## config.mk

```make
export PLATFORM = sky130hd
export DESIGN_NAME = rv64_bju
export DESIGN_NICKNAME = d
export VERILOG_FILES = /design/src/hdl/rv64_pkg.sv /design/src/hdl/rv64_bju.sv
export SDC_FILE = /design/constraint.sdc
export NUM_CORES = 1
export LEC_CHECK = 0
export BUFFER_PORTS_ARGS = -buffer_cell sky130_fd_sc_hd__buf_2
export CAP_MARGIN = 15
export CORE_AREA = 2 2 156 158
export DETAILED_ROUTE_END_ITERATION = 8
export DIE_AREA = 0 0 158 160
export GPL_ROUTABILITY_DRIVEN = 0
export PLACE_DENSITY_LB_ADDON = 0.3
export SKIP_LAST_GASP = 1
export SYNTH_ARGS = -nofsm -noshare
export SYNTH_HDL_FRONTEND = slang
export SYNTH_SLANG_ARGS = --single-unit
```

## constraint.sdc

```tcl
create_clock -name vclk -period 6.54
set_input_delay 0.654 -clock vclk [all_inputs]
set_output_delay 0.654 -clock vclk [all_outputs]
set_load 0.02 [all_outputs]
```

## src/hdl/rv64_pkg.sv

```systemverilog
package rv64_pkg;

  // data and instruction widths
  typedef logic [63:0] xlen_t;
  typedef logic [31:0] inst_t;
  typedef logic [4:0]  reg_idx_t;
  typedef logic [15:0] exu_info_t;

  // class codes in exu_info[2:0]
  localparam logic [2:0] EXU_INFO_ALU = 3'b001;
  localparam logic [2:0] EXU_INFO_BJP = 3'b010;
  localparam logic [2:0] EXU_INFO_LS  = 3'b100;

  // alu flags
  localparam int EXU_INFO_ALU_ADD    = 3;
  localparam int EXU_INFO_ALU_SUB    = 4;
  localparam int EXU_INFO_ALU_SLL    = 5;
  localparam int EXU_INFO_ALU_SLT    = 6;
  localparam int EXU_INFO_ALU_SLTU   = 7;
  localparam int EXU_INFO_ALU_XOR    = 8;
  localparam int EXU_INFO_ALU_SRL    = 9;
  localparam int EXU_INFO_ALU_SRA    = 10;
  localparam int EXU_INFO_ALU_OR     = 11;
  localparam int EXU_INFO_ALU_AND    = 12;
  localparam int EXU_INFO_ALU_LUI    = 13;
  localparam int EXU_INFO_ALU_EBREAK = 14;
  localparam int EXU_INFO_ALU_WOP    = 15;

  // branch/jump flags, bits 15:11 stay zero
  localparam int EXU_INFO_BJP_JAL  = 3;
  localparam int EXU_INFO_BJP_JALR = 4;
  localparam int EXU_INFO_BJP_BEQ  = 5;
  localparam int EXU_INFO_BJP_BNE  = 6;
  localparam int EXU_INFO_BJP_BLT  = 7;
  localparam int EXU_INFO_BJP_BGE  = 8;
  localparam int EXU_INFO_BJP_BLTU = 9;
  localparam int EXU_INFO_BJP_BGEU = 10;

  // load/store flags, bits 15:10 stay zero
  localparam int EXU_INFO_LS_LOAD  = 3;
  localparam int EXU_INFO_LS_STORE = 4;
  localparam int EXU_INFO_LS_USIGN = 5;
  localparam int EXU_INFO_LS_BYTE  = 6;
  localparam int EXU_INFO_LS_DB    = 7;
  localparam int EXU_INFO_LS_WORD  = 8;
  localparam int EXU_INFO_LS_DW    = 9;

  localparam xlen_t RESET_PC = 64'h0000_0000_8000_0000;

  typedef enum logic {
    COMMIT_RUN,
    COMMIT_HALT
  } commit_state_e;

endpackage

```

## src/hdl/rv64_bju.sv

```systemverilog
`timescale 1ns/1ns

module rv64_bju (
  input  rv64_pkg::xlen_t     op1_i,
  input  rv64_pkg::xlen_t     op2_i,
  input  rv64_pkg::xlen_t     op1_jp_i,
  input  rv64_pkg::xlen_t     op2_jp_i,
  input  rv64_pkg::exu_info_t exu_info_i,
  output logic                redirect_o,
  output rv64_pkg::xlen_t     target_o,
  output rv64_pkg::xlen_t     link_o
);

  logic            is_bjp;
  logic            eq;
  logic            lt;
  logic            ltu;
  logic            taken;
  rv64_pkg::xlen_t sum;

  assign is_bjp = exu_info_i[2:0] == rv64_pkg::EXU_INFO_BJP;
  assign eq     = op1_i == op2_i;
  assign lt     = $signed(op1_i) < $signed(op2_i);
  assign ltu    = op1_i < op2_i;

  assign taken = (exu_info_i[rv64_pkg::EXU_INFO_BJP_BEQ]  &  eq)  |
                 (exu_info_i[rv64_pkg::EXU_INFO_BJP_BNE]  & ~eq)  |
                 (exu_info_i[rv64_pkg::EXU_INFO_BJP_BLT]  &  lt)  |
                 (exu_info_i[rv64_pkg::EXU_INFO_BJP_BGE]  & ~lt)  |
                 (exu_info_i[rv64_pkg::EXU_INFO_BJP_BLTU] &  ltu) |
                 (exu_info_i[rv64_pkg::EXU_INFO_BJP_BGEU] & ~ltu) |
                 exu_info_i[rv64_pkg::EXU_INFO_BJP_JAL] |
                 exu_info_i[rv64_pkg::EXU_INFO_BJP_JALR];

  assign redirect_o = is_bjp & taken;

  // jalr drops bit 0 of the computed address
  assign sum      = op1_jp_i + op2_jp_i;
  assign target_o = {sum[63:1], sum[0] & ~exu_info_i[rv64_pkg::EXU_INFO_BJP_JALR]};

  // pc + 4 from the decoder
  assign link_o = op1_i + op2_i;

endmodule

```

==> reports/metrics.csv <==
stage,metric,value,unit
run_status,result_of_the_run,completed,
global_route,grt-ovfl-total,0,
finish,nFillCells,2566,
detailed_routing,highest-signal-layer,met5,
global_route,grt_usage,0.2468,
floorplan,core_area,23820,um^2
floorplan,floorplan.die.width,158,um
finish,fin_nets,2218,
finish,final_common_cell,buf_2,
detailed_routing,detailed_routed_wire_length_on_met2,15670,um
power_and_ir_drop,leakage,5.858,nW
detailed_routing,dr_total_vias,11640,
critical_path,slowest_stage,o311ai_1,
sta,rsz_0062_raised_after_global_routing,no,
global_route,wire_length_of_the_first_global_routing_pass,51810,um
synth,synth_warnings,0,
detailed_routing,remaining_drc_errors,0,
synth,synth_largest_area_cell,ha_1,
sta,maxSlewHeadroom,0.3199,
sta,finalCritPeriodShare,0.7319,
sta,timing.final.ws_setup,1.753,ns
floorplan,ioPinCount,401,
finish,flow.area_growth_from_synthesis,22.81,%
critical_path,critical_path_arrival,4.13,ns
detailed_routing,vias_per_cell,5.590,
finish,final.clkbuf_count,0,
sta,tightestPinTransition,0.9944,ns
cts,post_cts.repair.setup_buffers,0,
critical_path,critical_path.max_stage_delay,0.55,ns
cts,cts_repair_resize_count,0,
critical_path,critPathLaunchType,input port,
critical_path,crit_type,input port to primary output,
finish,utilization,0.4915,
synth,synthDominantCellAreaShare,0.2494,
floorplan,core.rowCount,57,
finish,regArea,0,um^2
detailed_routing,drt-pass1-iter-count,5,
floorplan,fp.dieH,160,um
synth,synth.distinct_cells,86,
synth,synthesized_area,9533,um^2
synth,synth_seq_area_share,0,
detailed_routing,drt_iter0_drc,828,
cts,cts-hold-fix-buffers,0,
finish,final_layout_size_suffix_gt1_frac,0.2523,
detailed_routing,m1WireLength,14910,um
job,max-cap-violations,0,
sta,max_frequency,208.9,MHz
finish,layout_common_cells,"buf_2, ha_1, a21oi_1",
sta,fin_worst_hold_slack,1.659,ns
synth,synthTopCellsByArea,"ha_1, xnor2_1, a21oi_1",
placed_design,port_buffers,396,
detailed_routing,wirelength,34130,um
floorplan,start_util,0.4002,
critical_path,worstPathCellList,buf_2 > inv_1 > ha_1 > nor2b_1 > o311ai_1 > a2111oi_1 > nor3_2 > nor2_1 > a31oi_1 > a21oi_2 > a31oi_1 > o41ai_2 > xnor2_1 > buf_2,
sta,slew_viol_final,0,
detailed_routing,met3WireLength,2551,um
placed_design,place.detailed.hpwl,29850,um
global_route,grt_pass1_vias,10670,
sta,report.final.hold_viol_count,0,
floorplan,design.die.area,25280,um^2
critical_path,crit_family,compound AO/OA/AOI/OAI gates,
synth,synth.avg_cell_area,6.780,um^2
global_route,grt_start_max_net_pins,12,
critical_path,crit_required,5.89,ns
critical_path,cp-end-kind,primary output,
power_and_ir_drop,power.density_cell_area,122.7,nW/um^2
critical_path,critical_path_buf_inv_count,3,
synth,syn-instance-count,1406,
critical_path,timing.critical_path.fanout_max,4,
synth,synth.net_count,1870,
finish,numSequentialCells,0,
sta,setup_tns,0,ns
power_and_ir_drop,worst_ir_drop_vdd,0.00006870,V
sta,finalSetupViolCount,0,
placed_design,place_ws,1.892,ns
placed_design,post_dp_cell_area,11690,um^2
finish,final_cell_area,11710,um^2
min_path,worstHoldPathType,input port to primary output,
detailed_routing,detail_route.wl_per_cell,16.39,um
sta,period_needed,4.787,ns
global_route,antenna_found_initial,11,
detailed_routing,post_route_ant_nets,0,
## cell usage after synthesis (29+ instances only)
master / count
a21o_1: 42
a21oi_1: 148
clkbuf_1: 32
ha_1: 190
inv_1: 141
nand2_1: 83
nand2b_1: 29
nand3_1: 34
nor2_1: 142
nor3_1: 32
o21ai_0: 69
o21bai_1: 31
xnor2_1: 93
## final timing paths
check / start / to / slack, ns / cells after the start
worst max-delay path: op2_i[1] / link_o[63] / 1.75 / 14
worst min-delay path: exu_info_i[1] / redirect_o / 1.66 / 4
## per-stage QoR
step	power, mW	instances
6_report	1.436	2082
5_1_grt	1.552	2081
4_1_cts	1.425	2076
3_5_place_dp	1.417	2076
3_3_place_gp	1.405	2076
2_1_floorplan	0.9656	1406
## tightest hold or removal path: stages
cell and delay (ns):
buf_2 0.10, nand2_1 0.07, a31oi_1 0.04, buf_2 0.15
## cells by family after synthesis
logic type,synth area share
adder cells (fa/ha/maj),0.2536
AO/OA/AOI/OAI,0.3140
XOR/XNOR,0.1112
buffers and inverters,0.07980
AND/OR/NAND/NOR,0.2361
multiplexers,0.005381
## report_power, final
part | leakage, nW | total, mW | internal [mW] | switching, mW
logic | 5.86 | 1.44 | 0.538 | 0.898
clock network | 0.0000380 | 0.000000124 | 0.000000124 | 0
registers | 0 | 0 | 0 | 0
## cell type report
| cell class | instances | area, um^2 | share of cell area |
|---|---|---|---|
| multi-input combinational | 1214 | 8772 | 0.7493 |
| timing repair buffer | 396 | 1982 | 0.1693 |
| inverter | 142 | 533.0 | 0.04553 |
| tap | 324 | 405.4 | 0.03463 |
| antenna | 6 | 15.01 | 0.001282 |
## metal layers
metal | vias to the layer above | track usage
met5 | - | 0
met4 | 8 | 0.07453
met3 | 73 | 0.03202
met2 | 474 | 0.4138
met1 | 5325 | 0.3276
li1 | 5758 | -
Note: power is estimated with default switching activity, not from simulation.
