## config.mk

```make
export PLATFORM = sky130hd
export DESIGN_NAME = rv64_commit
export DESIGN_NICKNAME = d
export VERILOG_FILES = /design/src/hdl/rv64_pkg.sv /design/src/hdl/rv64_commit.sv
export SDC_FILE = /design/constraint.sdc
export NUM_CORES = 1
export LEC_CHECK = 0
export BUFFER_PORTS_ARGS = -buffer_cell sky130_fd_sc_hd__clkbuf_2
export CAP_MARGIN = 20
export CORE_AREA = 2 2 165 167
export DETAILED_ROUTE_END_ITERATION = 8
export DIE_AREA = 0 0 167 169
export SYNTH_ARGS = -nofsm -noshare
export SYNTH_HDL_FRONTEND = slang
export SYNTH_SLANG_ARGS = --single-unit
```

## constraint.sdc

```tcl
create_clock -name clk_i -period 4.24 [get_ports clk_i]
set_input_delay 0.424 -clock clk_i [delete_from_list [all_inputs] [get_ports clk_i]]
set_output_delay 0.424 -clock clk_i [all_outputs]
set_load 0.03 [all_outputs]
```

## src/hdl/rv64_pkg.sv

```systemverilog
package rv64_pkg;

  // data and instruction widths
  typedef logic [63:0] xlen_t;
  typedef logic [31:0] inst_t;
  typedef logic [4:0]  reg_idx_t;
  typedef logic [15:0] exu_info_t;

  // class codes in exu_info[2:0]
  localparam logic [2:0] EXU_INFO_ALU = 3'b001;
  localparam logic [2:0] EXU_INFO_BJP = 3'b010;
  localparam logic [2:0] EXU_INFO_LS  = 3'b100;

  // alu flags
  localparam int EXU_INFO_ALU_ADD    = 3;
  localparam int EXU_INFO_ALU_SUB    = 4;
  localparam int EXU_INFO_ALU_SLL    = 5;
  localparam int EXU_INFO_ALU_SLT    = 6;
  localparam int EXU_INFO_ALU_SLTU   = 7;
  localparam int EXU_INFO_ALU_XOR    = 8;
  localparam int EXU_INFO_ALU_SRL    = 9;
  localparam int EXU_INFO_ALU_SRA    = 10;
  localparam int EXU_INFO_ALU_OR     = 11;
  localparam int EXU_INFO_ALU_AND    = 12;
  localparam int EXU_INFO_ALU_LUI    = 13;
  localparam int EXU_INFO_ALU_EBREAK = 14;
  localparam int EXU_INFO_ALU_WOP    = 15;

  // branch/jump flags, bits 15:11 stay zero
  localparam int EXU_INFO_BJP_JAL  = 3;
  localparam int EXU_INFO_BJP_JALR = 4;
  localparam int EXU_INFO_BJP_BEQ  = 5;
  localparam int EXU_INFO_BJP_BNE  = 6;
  localparam int EXU_INFO_BJP_BLT  = 7;
  localparam int EXU_INFO_BJP_BGE  = 8;
  localparam int EXU_INFO_BJP_BLTU = 9;
  localparam int EXU_INFO_BJP_BGEU = 10;

  // load/store flags, bits 15:10 stay zero
  localparam int EXU_INFO_LS_LOAD  = 3;
  localparam int EXU_INFO_LS_STORE = 4;
  localparam int EXU_INFO_LS_USIGN = 5;
  localparam int EXU_INFO_LS_BYTE  = 6;
  localparam int EXU_INFO_LS_DB    = 7;
  localparam int EXU_INFO_LS_WORD  = 8;
  localparam int EXU_INFO_LS_DW    = 9;

  localparam xlen_t RESET_PC = 64'h0000_0000_8000_0000;

  typedef enum logic {
    COMMIT_RUN,
    COMMIT_HALT
  } commit_state_e;

endpackage

```

## src/hdl/rv64_commit.sv

```systemverilog
`timescale 1ns/1ns

module rv64_commit (
  input  logic                clk_i,
  input  logic                rst_n_i,
  input  logic                inst_valid_i,
  input  rv64_pkg::xlen_t     alu_result_i,
  input  logic                redirect_i,
  input  rv64_pkg::xlen_t     target_i,
  input  rv64_pkg::xlen_t     link_i,
  input  logic                rd_wr_en_i,
  input  rv64_pkg::reg_idx_t  rd_idx_i,
  input  rv64_pkg::exu_info_t exu_info_i,
  input  logic                illegal_i,
  output rv64_pkg::xlen_t     pc_o,
  output logic                wr_en_o,
  output rv64_pkg::reg_idx_t  wr_idx_o,
  output rv64_pkg::xlen_t     wr_data_o,
  output logic                retire_valid_o,
  output logic                retire_rd_wr_en_o,
  output rv64_pkg::reg_idx_t  retire_rd_idx_o,
  output rv64_pkg::xlen_t     retire_rd_data_o,
  output logic                retire_illegal_o,
  output logic                halt_o
);

  rv64_pkg::commit_state_e state_q;
  rv64_pkg::xlen_t         pc_next;
  logic                    accept;
  logic                    is_ebreak;
  logic                    bad;

  assign accept    = inst_valid_i && (state_q == rv64_pkg::COMMIT_RUN);
  assign is_ebreak = (exu_info_i[2:0] == rv64_pkg::EXU_INFO_ALU) &&
                     exu_info_i[rv64_pkg::EXU_INFO_ALU_EBREAK];
  // no data memory, so loads and stores retire as unsupported
  assign bad       = illegal_i || (exu_info_i[2:0] == rv64_pkg::EXU_INFO_LS);
  assign halt_o    = state_q == rv64_pkg::COMMIT_HALT;

  assign wr_en_o   = accept && rd_wr_en_i && !bad && !is_ebreak;
  assign wr_idx_o  = rd_idx_i;
  assign wr_data_o = (exu_info_i[2:0] == rv64_pkg::EXU_INFO_BJP) ? link_i : alu_result_i;

  always_comb begin
    if (is_ebreak) begin
      pc_next = pc_o;
    end else if (redirect_i) begin
      pc_next = target_i;
    end else begin
      pc_next = pc_o + 64'd4;
    end
  end

  always_ff @(posedge clk_i or negedge rst_n_i) begin
    if (!rst_n_i) begin
      pc_o              <= rv64_pkg::RESET_PC;
      state_q           <= rv64_pkg::COMMIT_RUN;
      retire_valid_o    <= 1'b0;
      retire_rd_wr_en_o <= 1'b0;
      retire_illegal_o  <= 1'b0;
    end else begin
      retire_valid_o    <= accept;
      retire_rd_wr_en_o <= wr_en_o;
      retire_illegal_o  <= accept && bad;
      if (accept) begin
        pc_o <= pc_next;
        if (is_ebreak) begin
          state_q <= rv64_pkg::COMMIT_HALT;
        end
      end
    end
  end

  always_ff @(posedge clk_i) begin
    if (accept) begin
      retire_rd_idx_o  <= rd_idx_i;
      retire_rd_data_o <= wr_data_o;
    end
  end

  // only the ebreak itself retires once halted
  a_halt_quiet: assert property (@(posedge clk_i) disable iff (!rst_n_i)
    halt_o && $past(halt_o) |-> !retire_valid_o);

endmodule

```

==> results.cfg <==
[synthesis]
synth_top_family_by_area = simple AND/OR/NAND/NOR gates
synthMuxAreaShare_pct = 11.10
syn_area_per_cell_um2 = 10.28
synth_seq_area_share_pct = 51.34
synth_cell_types = 60
postSynth.asyncResetShare_pct = 49.64
yosys_warnings = 0
synth_nets = 935
synth-seq-cells = 137
yosys.area_share.simple_pct = 20.46
synth_flop_cell = edfxtp_1
synth_compound_area_share_pct = 13.34
syn_inst = 715
syn-cell-area_um2 = 7352
synth_xor_area_share_pct = 0
synthAdderAreaFrac_pct = 0.1702
synth_edf_count = 69

[timing]
fmax_mhz = 353.4
finClkSkew_ns = 0.008560
hold_violations = 0
post-route-min-period_ns = 2.830
rsz0062_at_grt = false
slew_viol_final = 0
period_share_pct = 66.74
worstMarginPinSlew_ns = 0.9511
maxSlewHeadroom_pct = 36.59
setup_tns_ns = 0
setup_ws_ns = 1.410
setup_viol = 0

[place]
gp_congestion = 0.8936
place_hpwl_um = 23800
post-place-ws_ns = 1.407
dpl_cell_area_um2 = 9746
io_buffers = 413

[critical_path]
criticalPathCategory = reg -> reg
cp_max_fo = 6
cpPeakStageDelay_ns = 0.69
slowest_stage = nor4_1
crit_buf_inv = 0
cp_top_family = simple AND/OR/NAND/NOR gates
critPathRequiredTime_ns = 4.57
end_kind = flop
cp_cell_sequence = nand4_1, nor4_1, nand4_1, nor3_1, o21ai_0, a22oi_1
start_kind = flop
arrival_ns = 3.16
crit_top_cell = nand4_1

[power_and_ir_drop]
powerDensity_nw_per_um2 = 488.2
peakVddDrop_mv = 0.2348
power_leakage_nw = 4.546

[drt]
vias_per_cell = 5.216
vias = 7621
postRouteAntennaNets = 0
drc = 0
firstDrtPassIters = 7
drt-initial-drc-count = 557
wire_per_inst_um = 20.94
routed_wl_um = 30590

[clocking]
tritoncts = done
cts_max_level = 4
post_cts_buffers = 0
cts_root_buffer = clkbuf_16
cts.clk_slew.worst_paths_ns = 0.07
clk_path_buf_depth = 2
cts-buffers-inserted = 17
insertion_delay_ns = 0.42
cts.sinks = 137
hold_buffers = 0
cts_resized = 0

[grt]
antenna_found_initial = 2
overflow = 0
track_usage_pct = 21.02
grt_max_degree = 72
grt_pass1_wl_um = 44510
grt_pass1_vias = 7138

[worst_hold_path]
hp-class = in -> async

[floorplanning]
initial_core_util_pct = 27.74
rows = 60
die-area_um2 = 28220
core_area_um2 = 26500
die_h_um = 169
die_w_um = 167
pin_count = 426

[finish]
fin_util_pct = 39.03
finish.instance_area_um2 = 10340
layout-drive-gt1-share_pct = 48.21
syn_to_final_growth_pct = 40.67
finalNetCount = 1325
fill_cells = 2702

[run]
cap_violations = 0

[run_status]
status = completed
## worst paths after layout
path | start | endpoint | slack, ns | cells past startpoint
max | pc_o[22] | pc_o[55] | 1.41 | 6
min | rst_n_i | pc_o[39] | 0.15 | 1
max reg2reg | pc_o[22] | pc_o[55] | 1.41 | 6
min reg2reg | pc_o[0] | pc_o[0] | 0.51 | 1
max in group asynchronous | rst_n_i | pc_o[28] | 3.48 | 1
min in group clk_i | rd_idx_i[3] | retire_rd_idx_o[3] | 0.20 | 1
## cells in the mapped netlist (19+ instances only)
cell      instances  area, µm²
a21oi_1          44      220.2
and3_1           20      125.1
clkbuf_1         42      157.7
dfrtp_1          67       1677
edfxtp_1         69       2072
mux2_2           68      765.7
nand2_1          48      180.2
nand3_1          52      260.3
nand4_1          20      125.1
nor2_1           43      161.4
nor3_1           25      125.1
nor4_1           19      118.9
o21ai_0          53      265.3
## metal layers
metal,GRT usage [%],part of all wire (%),vias up
li1,-,-,3533
met5,0,0.052,-
met3,8.137,10,37
met2,32.15,45,353
met1,27.62,43,3696
met4,6.147,2.1,2
## report_power, final
group | internal (W) | total [W] | switching, W
Sequential | 0.00164 | 0.00194 | 0.000297
Combinational | 0.000482 | 0.00157 | 0.00109
Clock | 0.000878 | 0.00154 | 0.000660
## sequential cells by signal (all words and copies together), names as in the netlist
name               cells
retire_illegal_o       1
retire_rd_idx_o        5
retire_rd_wr_en_o      1
halt_o                 1
retire_rd_data_o      64
pc_o                  64
retire_valid_o         1
## area by class of cell
type	instances	area, µm²	share of cell area (%)
clock inverters	15	166.4	1.609
inverters	9	33.78	0.3266
diodes	2	5.005	0.04839
well taps	341	426.7	4.125
repair buffers	426	2182	21.10
clock buffers	17	425.4	4.113
flip-flops and latches	137	3775	36.50
multi-input cells	514	3328	32.18
## worst reg2reg max path: stages (launching register included)
cell     delay [ns]
dfrtp_1        0.47
nand4_1        0.27
nor4_1         0.69
nand4_1        0.42
nor3_1         0.52
o21ai_0        0.14
a22oi_1        0.23
## layout by cell type, fill, tap and decap left out, types with 9 or more instances in the layout
cell / synthesis / layout
nor2_1: 43 / 42
nand4_1: 20 / 20
nor4_1: 19 / 19
edfxtp_1: 69 / 69
a21oi_1: 44 / 44
nand3_1: 52 / 52
or4_1: 9 / 9
clkbuf_2: 1 / 411
or3_1: 11 / 11
nand2_1: 48 / 48
dfrtp_1: 67 / 67
buf_4: 5 / 14
nor3_1: 25 / 25
o21ai_0: 53 / 53
clkbuf_16: 0 / 17
and3_1: 20 / 20
o22ai_1: 11 / 11
mux2_2: 68 / 68
## per-stage QoR
stage / power [W] / cells / hold slack (ns)
2_1_floorplan: 0.002919 / 715 / 0.1284
3_3_place_gp: 0.003513 / 1427 / 0.4602
3_5_place_dp: 0.003534 / 1427 / 0.4946
4_1_cts: 0.005086 / 1459 / 0.1788
5_1_grt: 0.005291 / 1459 / 0.1855
6_report: 0.005049 / 1461 / 0.1469
## cell families after synthesis
logic type,Yosys count
DFF,137
adders and majority gates,1
muxes,73
and+or+nand+nor,279
AOI/OAI and AO/OA,161
buffers and inverters,64
(Power assumes the default switching activity.)
