**src/hdl/rv64_pkg.sv**
```systemverilog
package rv64_pkg;

  // data and instruction widths
  typedef logic [63:0] xlen_t;
  typedef logic [31:0] inst_t;
  typedef logic [4:0]  reg_idx_t;
  typedef logic [15:0] exu_info_t;

  // class codes in exu_info[2:0]
  localparam logic [2:0] EXU_INFO_ALU = 3'b001;
  localparam logic [2:0] EXU_INFO_BJP = 3'b010;
  localparam logic [2:0] EXU_INFO_LS  = 3'b100;

  // alu flags
  localparam int EXU_INFO_ALU_ADD    = 3;
  localparam int EXU_INFO_ALU_SUB    = 4;
  localparam int EXU_INFO_ALU_SLL    = 5;
  localparam int EXU_INFO_ALU_SLT    = 6;
  localparam int EXU_INFO_ALU_SLTU   = 7;
  localparam int EXU_INFO_ALU_XOR    = 8;
  localparam int EXU_INFO_ALU_SRL    = 9;
  localparam int EXU_INFO_ALU_SRA    = 10;
  localparam int EXU_INFO_ALU_OR     = 11;
  localparam int EXU_INFO_ALU_AND    = 12;
  localparam int EXU_INFO_ALU_LUI    = 13;
  localparam int EXU_INFO_ALU_EBREAK = 14;
  localparam int EXU_INFO_ALU_WOP    = 15;

  // branch/jump flags, bits 15:11 stay zero
  localparam int EXU_INFO_BJP_JAL  = 3;
  localparam int EXU_INFO_BJP_JALR = 4;
  localparam int EXU_INFO_BJP_BEQ  = 5;
  localparam int EXU_INFO_BJP_BNE  = 6;
  localparam int EXU_INFO_BJP_BLT  = 7;
  localparam int EXU_INFO_BJP_BGE  = 8;
  localparam int EXU_INFO_BJP_BLTU = 9;
  localparam int EXU_INFO_BJP_BGEU = 10;

  // load/store flags, bits 15:10 stay zero
  localparam int EXU_INFO_LS_LOAD  = 3;
  localparam int EXU_INFO_LS_STORE = 4;
  localparam int EXU_INFO_LS_USIGN = 5;
  localparam int EXU_INFO_LS_BYTE  = 6;
  localparam int EXU_INFO_LS_DB    = 7;
  localparam int EXU_INFO_LS_WORD  = 8;
  localparam int EXU_INFO_LS_DW    = 9;

  localparam xlen_t RESET_PC = 64'h0000_0000_8000_0000;

  typedef enum logic {
    COMMIT_RUN,
    COMMIT_HALT
  } commit_state_e;

endpackage

```
**src/hdl/rv64_idu.sv**
```systemverilog
`timescale 1ns/1ns

module rv64_idu (
  input  rv64_pkg::inst_t     inst_i,
  input  rv64_pkg::xlen_t     pc_i,
  input  rv64_pkg::xlen_t     rs1_data_i,
  input  rv64_pkg::xlen_t     rs2_data_i,
  output logic                rd_wr_en_o,
  output logic                rs1_read_en_o,
  output logic                rs2_read_en_o,
  output rv64_pkg::reg_idx_t  rd_idx_o,
  output rv64_pkg::reg_idx_t  rs1_idx_o,
  output rv64_pkg::reg_idx_t  rs2_idx_o,
  output rv64_pkg::xlen_t     op1_o,
  output rv64_pkg::xlen_t     op2_o,
  output rv64_pkg::xlen_t     op1_jp_o,
  output rv64_pkg::xlen_t     op2_jp_o,
  output rv64_pkg::exu_info_t exu_info_o,
  output logic                illegal_o
);

  wire [6:0] opcode = inst_i[6:0];
  wire [7:0] f3     = 8'b1 << inst_i[14:12];
  wire f7_00        = inst_i[31:25] == 7'h00;
  wire f7_20        = inst_i[31:25] == 7'h20;
  // rv64 shifts take a 6-bit shamt
  wire sh_00        = inst_i[31:26] == 6'h00;
  wire sh_10        = inst_i[31:26] == 6'h10;

  // opcode groups
  wire grp_r   = opcode == 7'b0110011;
  wire grp_i   = opcode == 7'b0010011;
  wire grp_rw  = opcode == 7'b0111011;
  wire grp_iw  = opcode == 7'b0011011;
  wire grp_l   = opcode == 7'b0000011;
  wire grp_s   = opcode == 7'b0100011;
  wire grp_b   = opcode == 7'b1100011;
  wire lui     = opcode == 7'b0110111;
  wire auipc   = opcode == 7'b0010111;
  wire jal     = opcode == 7'b1101111;
  wire jalr    = (opcode == 7'b1100111) & f3[0];
  wire ebreak  = inst_i == 32'h0010_0073;

  wire add  = grp_r & f3[0] & f7_00;
  wire sub  = grp_r & f3[0] & f7_20;
  wire sll  = grp_r & f3[1] & f7_00;
  wire slt  = grp_r & f3[2] & f7_00;
  wire sltu = grp_r & f3[3] & f7_00;
  wire xor_ = grp_r & f3[4] & f7_00;
  wire srl  = grp_r & f3[5] & f7_00;
  wire sra  = grp_r & f3[5] & f7_20;
  wire or_  = grp_r & f3[6] & f7_00;
  wire and_ = grp_r & f3[7] & f7_00;
  wire addw = grp_rw & f3[0] & f7_00;
  wire subw = grp_rw & f3[0] & f7_20;
  wire sllw = grp_rw & f3[1] & f7_00;
  wire srlw = grp_rw & f3[5] & f7_00;
  wire sraw = grp_rw & f3[5] & f7_20;

  wire addi  = grp_i & f3[0];
  wire slli  = grp_i & f3[1] & sh_00;
  wire slti  = grp_i & f3[2];
  wire sltiu = grp_i & f3[3];
  wire xori  = grp_i & f3[4];
  wire srli  = grp_i & f3[5] & sh_00;
  wire srai  = grp_i & f3[5] & sh_10;
  wire ori   = grp_i & f3[6];
  wire andi  = grp_i & f3[7];
  wire addiw = grp_iw & f3[0];
  wire slliw = grp_iw & f3[1] & f7_00;
  wire srliw = grp_iw & f3[5] & f7_00;
  wire sraiw = grp_iw & f3[5] & f7_20;

  // funct3 7 is not a load
  wire load  = grp_l & ~f3[7];
  wire store = grp_s & (f3[0] | f3[1] | f3[2] | f3[3]);
  wire beq   = grp_b & f3[0];
  wire bne   = grp_b & f3[1];
  wire blt   = grp_b & f3[4];
  wire bge   = grp_b & f3[5];
  wire bltu  = grp_b & f3[6];
  wire bgeu  = grp_b & f3[7];
  wire branch = beq | bne | blt | bge | bltu | bgeu;

  wire alu_w  = addw | subw | sllw | srlw | sraw | addiw | slliw | srliw | sraiw;
  wire alu_op = add | sub | sll | slt | sltu | xor_ | srl | sra | or_ | and_ |
                addi | slli | slti | sltiu | xori | srli | srai | ori | andi |
                alu_w | lui | auipc | ebreak;
  wire bjp_op = branch | jal | jalr;
  wire ls_op  = load | store;

  // immediates
  rv64_pkg::xlen_t imm_i, imm_s, imm_b, imm_u, imm_j, imm;
  assign imm_i = {{52{inst_i[31]}}, inst_i[31:20]};
  assign imm_s = {{52{inst_i[31]}}, inst_i[31:25], inst_i[11:7]};
  assign imm_b = {{52{inst_i[31]}}, inst_i[7], inst_i[30:25], inst_i[11:8], 1'b0};
  assign imm_u = {{32{inst_i[31]}}, inst_i[31:12], 12'b0};
  assign imm_j = {{44{inst_i[31]}}, inst_i[19:12], inst_i[20], inst_i[30:21], 1'b0};

  assign imm = ({64{grp_i | grp_iw | grp_l | jalr}} & imm_i) |
               ({64{grp_s}}                         & imm_s) |
               ({64{grp_b}}                         & imm_b) |
               ({64{jal}}                           & imm_j) |
               ({64{lui | auipc}}                   & imm_u);

  assign rd_idx_o  = inst_i[11:7];
  assign rs1_idx_o = inst_i[19:15];
  assign rs2_idx_o = inst_i[24:20];

  // x0 is never a write target
  assign rd_wr_en_o    = (rd_idx_o != '0) & ((alu_op & ~ebreak) | jal | jalr | load);
  assign rs1_read_en_o = ~(jal | lui | auipc | ebreak);
  assign rs2_read_en_o = grp_r | grp_rw | grp_s | grp_b;

  // operand select
  wire op1_rs1 = ~(jal | jalr | lui | auipc | ebreak);
  wire op1_pc  = auipc | jal | jalr;
  wire op2_rs2 = grp_r | grp_rw | grp_b;
  wire op2_imm = grp_i | grp_iw | grp_l | grp_s | lui | auipc;
  wire op2_4   = jal | jalr;

  assign op1_o = ({64{op1_rs1}} & rs1_data_i) | ({64{op1_pc}} & pc_i);
  assign op2_o = ({64{op2_rs2}} & rs2_data_i) | ({64{op2_imm}} & imm) |
                 ({64{op2_4}} & 64'd4);
  assign op1_jp_o = ({64{jalr}} & rs1_data_i) | ({64{branch | jal}} & pc_i);
  assign op2_jp_o = {64{bjp_op}} & imm;

  rv64_pkg::exu_info_t alu_info, bjp_info, ls_info;

  always_comb begin
    alu_info = '0;
    alu_info[2:0] = rv64_pkg::EXU_INFO_ALU;
    alu_info[rv64_pkg::EXU_INFO_ALU_ADD]    = add | addi | auipc | addw | addiw;
    alu_info[rv64_pkg::EXU_INFO_ALU_SUB]    = sub | subw;
    alu_info[rv64_pkg::EXU_INFO_ALU_SLL]    = sll | slli | sllw | slliw;
    alu_info[rv64_pkg::EXU_INFO_ALU_SLT]    = slt | slti;
    alu_info[rv64_pkg::EXU_INFO_ALU_SLTU]   = sltu | sltiu;
    alu_info[rv64_pkg::EXU_INFO_ALU_XOR]    = xor_ | xori;
    alu_info[rv64_pkg::EXU_INFO_ALU_SRL]    = srl | srli | srlw | srliw;
    alu_info[rv64_pkg::EXU_INFO_ALU_SRA]    = sra | srai | sraw | sraiw;
    alu_info[rv64_pkg::EXU_INFO_ALU_OR]     = or_ | ori;
    alu_info[rv64_pkg::EXU_INFO_ALU_AND]    = and_ | andi;
    alu_info[rv64_pkg::EXU_INFO_ALU_LUI]    = lui;
    alu_info[rv64_pkg::EXU_INFO_ALU_EBREAK] = ebreak;
    alu_info[rv64_pkg::EXU_INFO_ALU_WOP]    = alu_w;
  end

  always_comb begin
    bjp_info = '0;
    bjp_info[2:0] = rv64_pkg::EXU_INFO_BJP;
    bjp_info[rv64_pkg::EXU_INFO_BJP_JAL]  = jal;
    bjp_info[rv64_pkg::EXU_INFO_BJP_JALR] = jalr;
    bjp_info[rv64_pkg::EXU_INFO_BJP_BEQ]  = beq;
    bjp_info[rv64_pkg::EXU_INFO_BJP_BNE]  = bne;
    bjp_info[rv64_pkg::EXU_INFO_BJP_BLT]  = blt;
    bjp_info[rv64_pkg::EXU_INFO_BJP_BGE]  = bge;
    bjp_info[rv64_pkg::EXU_INFO_BJP_BLTU] = bltu;
    bjp_info[rv64_pkg::EXU_INFO_BJP_BGEU] = bgeu;
  end

  always_comb begin
    ls_info = '0;
    ls_info[2:0] = rv64_pkg::EXU_INFO_LS;
    ls_info[rv64_pkg::EXU_INFO_LS_LOAD]  = load;
    ls_info[rv64_pkg::EXU_INFO_LS_STORE] = store;
    ls_info[rv64_pkg::EXU_INFO_LS_USIGN] = load & (f3[4] | f3[5] | f3[6]);
    ls_info[rv64_pkg::EXU_INFO_LS_BYTE]  = f3[0] | f3[4];
    ls_info[rv64_pkg::EXU_INFO_LS_DB]    = f3[1] | f3[5];
    ls_info[rv64_pkg::EXU_INFO_LS_WORD]  = f3[2] | f3[6];
    ls_info[rv64_pkg::EXU_INFO_LS_DW]    = f3[3];
  end

  assign exu_info_o = ({16{alu_op}} & alu_info) | ({16{bjp_op}} & bjp_info) |
                      ({16{ls_op}} & ls_info);
  assign illegal_o  = ~(alu_op | bjp_op | ls_op);

  // groups are disjoint, so a legal word carries exactly one class
  always_comb begin
    assert final (illegal_o || exu_info_o[2:0] inside {rv64_pkg::EXU_INFO_ALU,
      rv64_pkg::EXU_INFO_BJP, rv64_pkg::EXU_INFO_LS});
  end

endmodule

```
**config.mk**
```make
export PLATFORM = sky130hd
export DESIGN_NAME = rv64_idu
export DESIGN_NICKNAME = d
export VERILOG_FILES = /design/src/hdl/rv64_pkg.sv /design/src/hdl/rv64_idu.sv
export SDC_FILE = /design/constraint.sdc
export NUM_CORES = 1
export LEC_CHECK = 0
export BUFFER_PORTS_ARGS = -buffer_cell sky130_fd_sc_hd__clkbuf_2
export CORE_AREA = 2 2 201 203
export DETAILED_ROUTE_END_ITERATION = 10
export DIE_AREA = 0 0 203 205
export PLACE_DENSITY = 0.44
export SLEW_MARGIN = 20
export SYNTH_ARGS = -nofsm -noshare
export SYNTH_HDL_FRONTEND = slang
export SYNTH_SLANG_ARGS = --single-unit
```
**constraint.sdc**
```tcl
create_clock -name vclk -period 3.5
set_input_delay 0.35 -clock vclk [all_inputs]
set_output_delay 0.35 -clock vclk [all_outputs]
set_load 0.02 [all_outputs]
```
==> results.md <==
- Core area: ~39,000 sq um
- Drt pass-1 iters: 5
- Maxcap violations: 0
- Design Power: between 0.5 and 0.6 mW
- CP arrival: roughly 2.6 ns
- Leakage: slightly below 4 nW
- First-pass GRT wire length: ~41,000 microns
- Crit path max-delay family: compound AO/OA/AOI/OAI gates
- Hold bufs inserted after CTS: 0
- YS warnings: 0
- Final WL: slightly above 30,000 microns
- Detailed Place HPWL: about 27,000 microns
- Via-per-instance ratio: 4.339
- Number of flip-flops and latches: 0
- Initial Util: 0.09189
- Vias in the first global route: just under 6k
- Post-Syn Area: roughly 3600 sq um
- Die Area: approximately 42,000 sq um
- Largest net degree at the start of global routing: between 60 and 70
- CP max FO: 20
- Worst path cell trace: clkbuf_2 > nand3b_1 > a211oi_1 > o21a_2 > o21a_1 > buf_4 > a221o_2 > clkbuf_2
- # fillers: ~4.6k
- Initial antenna violation count: 14
- IO Count: about 500
- # setup viols final: 0
- Total GRT Usage: 0.1339
- RSZ-0062 raised after global routing: false
- Status: completed
- Post_cts resized: 0
- Pins Over Slew Limit: 0
- Port Buffer Count: between 500 and 600
- Die width: 203 microns
- GRT overflow: 0
- Slew margin rel.: 0.5256
- Synth-to-layout area growth: 78.21%
- Cells after Synth: between 400 and 500
- Setup_tns: 0 ns
- Max stage delay on crit path: between 0.5 and 0.6 ns
- Synth unique cells: 56
- Worst min path class: in2out
- Final period utilization: 0.8508
- Register area: 0 sq um
- Crit end category: primary output
- Peak Freq: 335.8 MHz
- Layout cells sized above 1: 0.6276
- DRT iter0 DRCs: approximately 420
- Syn avg cell area: 7.397 sq um
- Postcts setup bufs: 0
- Final net count: 1,147
- Area occupied by multi-input gates: 2933 sq um
- Worst path buffer plus inverter count: 3
- Hold path endpoint: rs1_idx_o[3]
- Syn nets: 713
- Worst slew pin tran: ~0.71 ns
- Die Y: approximately 210 microns
- Hold Fails Final Rpt: 0
- Final GP Congestion: about 0.91
- DRC Markers: 0
- Hold Path Depth: 2
- Slowest CP cell: a211oi_1
- Row count: 73
- HP Start: inst_i[18]
- Clkbuf count: 0
- Tmin final: between 2 and 3 ns
- Post-route ant nets: 0
- WS Path Type: in2out
- Sequential fraction of the synthesis area: 0
- PwrDens: approximately 84 nW/um^2
- Worst VDD drop: around 0.000036 V
- WL per Instance: between 20 and 25 microns
- WP data required: roughly 3.2 ns
- CP startpoint kind: primary input
- Most used cell, CP: clkbuf_2
- Total number of vias: ~6.3k
-- layout make-up --
| class | count | share of cell area |
|---|---|---|
| Inverter | 5 | 0.002911 |
| Multi-Input combinational cell | 376 | 0.4550 |
| Antenna cell | 4 | 0.001553 |
| Tap cell | 525 | 0.1019 |
| Timing Repair Buffer | 540 | 0.4387 |
-- power by group --
group	internal, mW	switching (mW)
clock network	0.000000153	0
registers	0	0
logic	0.211	0.333
-- worst max path at each step --
stage	depth (start not counted)	start	to	slack, ns
2_1_floorplan	10	inst_i[2]	op2_jp_o[32]	0.55
3_3_place_gp	8	inst_i[14]	illegal_o	0.48
3_5_place_dp	8	inst_i[14]	illegal_o	0.48
4_1_cts	8	inst_i[14]	illegal_o	0.47
5_1_grt	8	inst_i[14]	illegal_o	0.35
6_report	8	inst_i[4]	op2_o[23]	0.52
-- cell usage after synthesis, types with 2 or more instances --
library cell,n,share of area
a22o_1,144,0.35
buf_4,50,0.10
a21o_1,36,0.075
nand2_1,27,0.028
clkbuf_1,26,0.027
and2_1,24,0.042
a221o_2,19,0.059
buf_2,19,0.026
a21oi_1,17,0.024
nand3_1,13,0.018
nor2_1,12,0.012
buf_6,10,0.031
o21ai_0,8,0.011
nand2b_1,7,0.012
nor3_1,6,0.0083
inv_1,5,0.0052
a31oi_1,4,0.0069
nor2b_1,4,0.0069
a211oi_1,3,0.0062
a21oi_2,3,0.0073
and3_1,3,0.0052
nor4_4,3,0.018
nor4bb_1,3,0.0083
a32o_1,2,0.0055
and3b_1,2,0.0048
buf_1,2,0.0021
nand3b_1,2,0.0041
nor3_4,2,0.0090
nor4_1,2,0.0035
o21a_1,2,0.0041
o22ai_1,2,0.0035
o31ai_1,2,0.0041
o32ai_1,2,0.0048
-- per-stage QoR --
step / instance area [sq um] / util / hold WS, ns / instances / worst slack [ns]
global placement: 6436 / 0.1635 / 0.9695 / 1446 / 0.4756
CTS: 6436 / 0.1635 / 0.9778 / 1446 / 0.4652
detailed placement: 6436 / 0.1635 / 0.9789 / 1446 / 0.4755
global route: 6446 / 0.1637 / 0.9899 / 1450 / 0.3491
finish: 6446 / 0.1637 / 0.9728 / 1450 / 0.5221
floorplan: 3617 / - / 0.8126 / 489 / 0.5541
-- logic make-up after synthesis --
| group | Yosys count | synth area share |
|---|---|---|
| AND/OR/NAND/NOR | 122 | 0.2148 |
| AO/OA/AOI/OAI | 252 | 0.5832 |
| buffers and inverters | 113 | 0.1968 |
| XOR/XNOR | 1 | 0.002422 |
| multiplexers | 1 | 0.002767 |
-- layout by cell type (no fill, tap or decap), types with 3 or more instances in the layout --
master and count:
clkbuf_2 515, a22o_1 144, a21o_1 36, nand2_1 27
and2_1 24, buf_4 20, a221o_2 19, a21oi_1 17
nand3_1 13, nor2_1 11, o21ai_0 8, nand2b_1 7
inv_1 5, nor3_1 5, buf_12 5, diode_2 4
nor2b_1 4, a31oi_1 4, and3_1 3, a211oi_1 3
nor4_4 3, nor4bb_1 3
-- metal layers --
metal	track usage	vias to the layer above	routed length [microns]
li1	-	2763	-
met1	0.1427	3019	10850
met2	0.2731	454	16800
met3	0.01814	55	2157
met4	0.03259	0	938
met5	0	-	0
(Power assumes the default switching activity.)
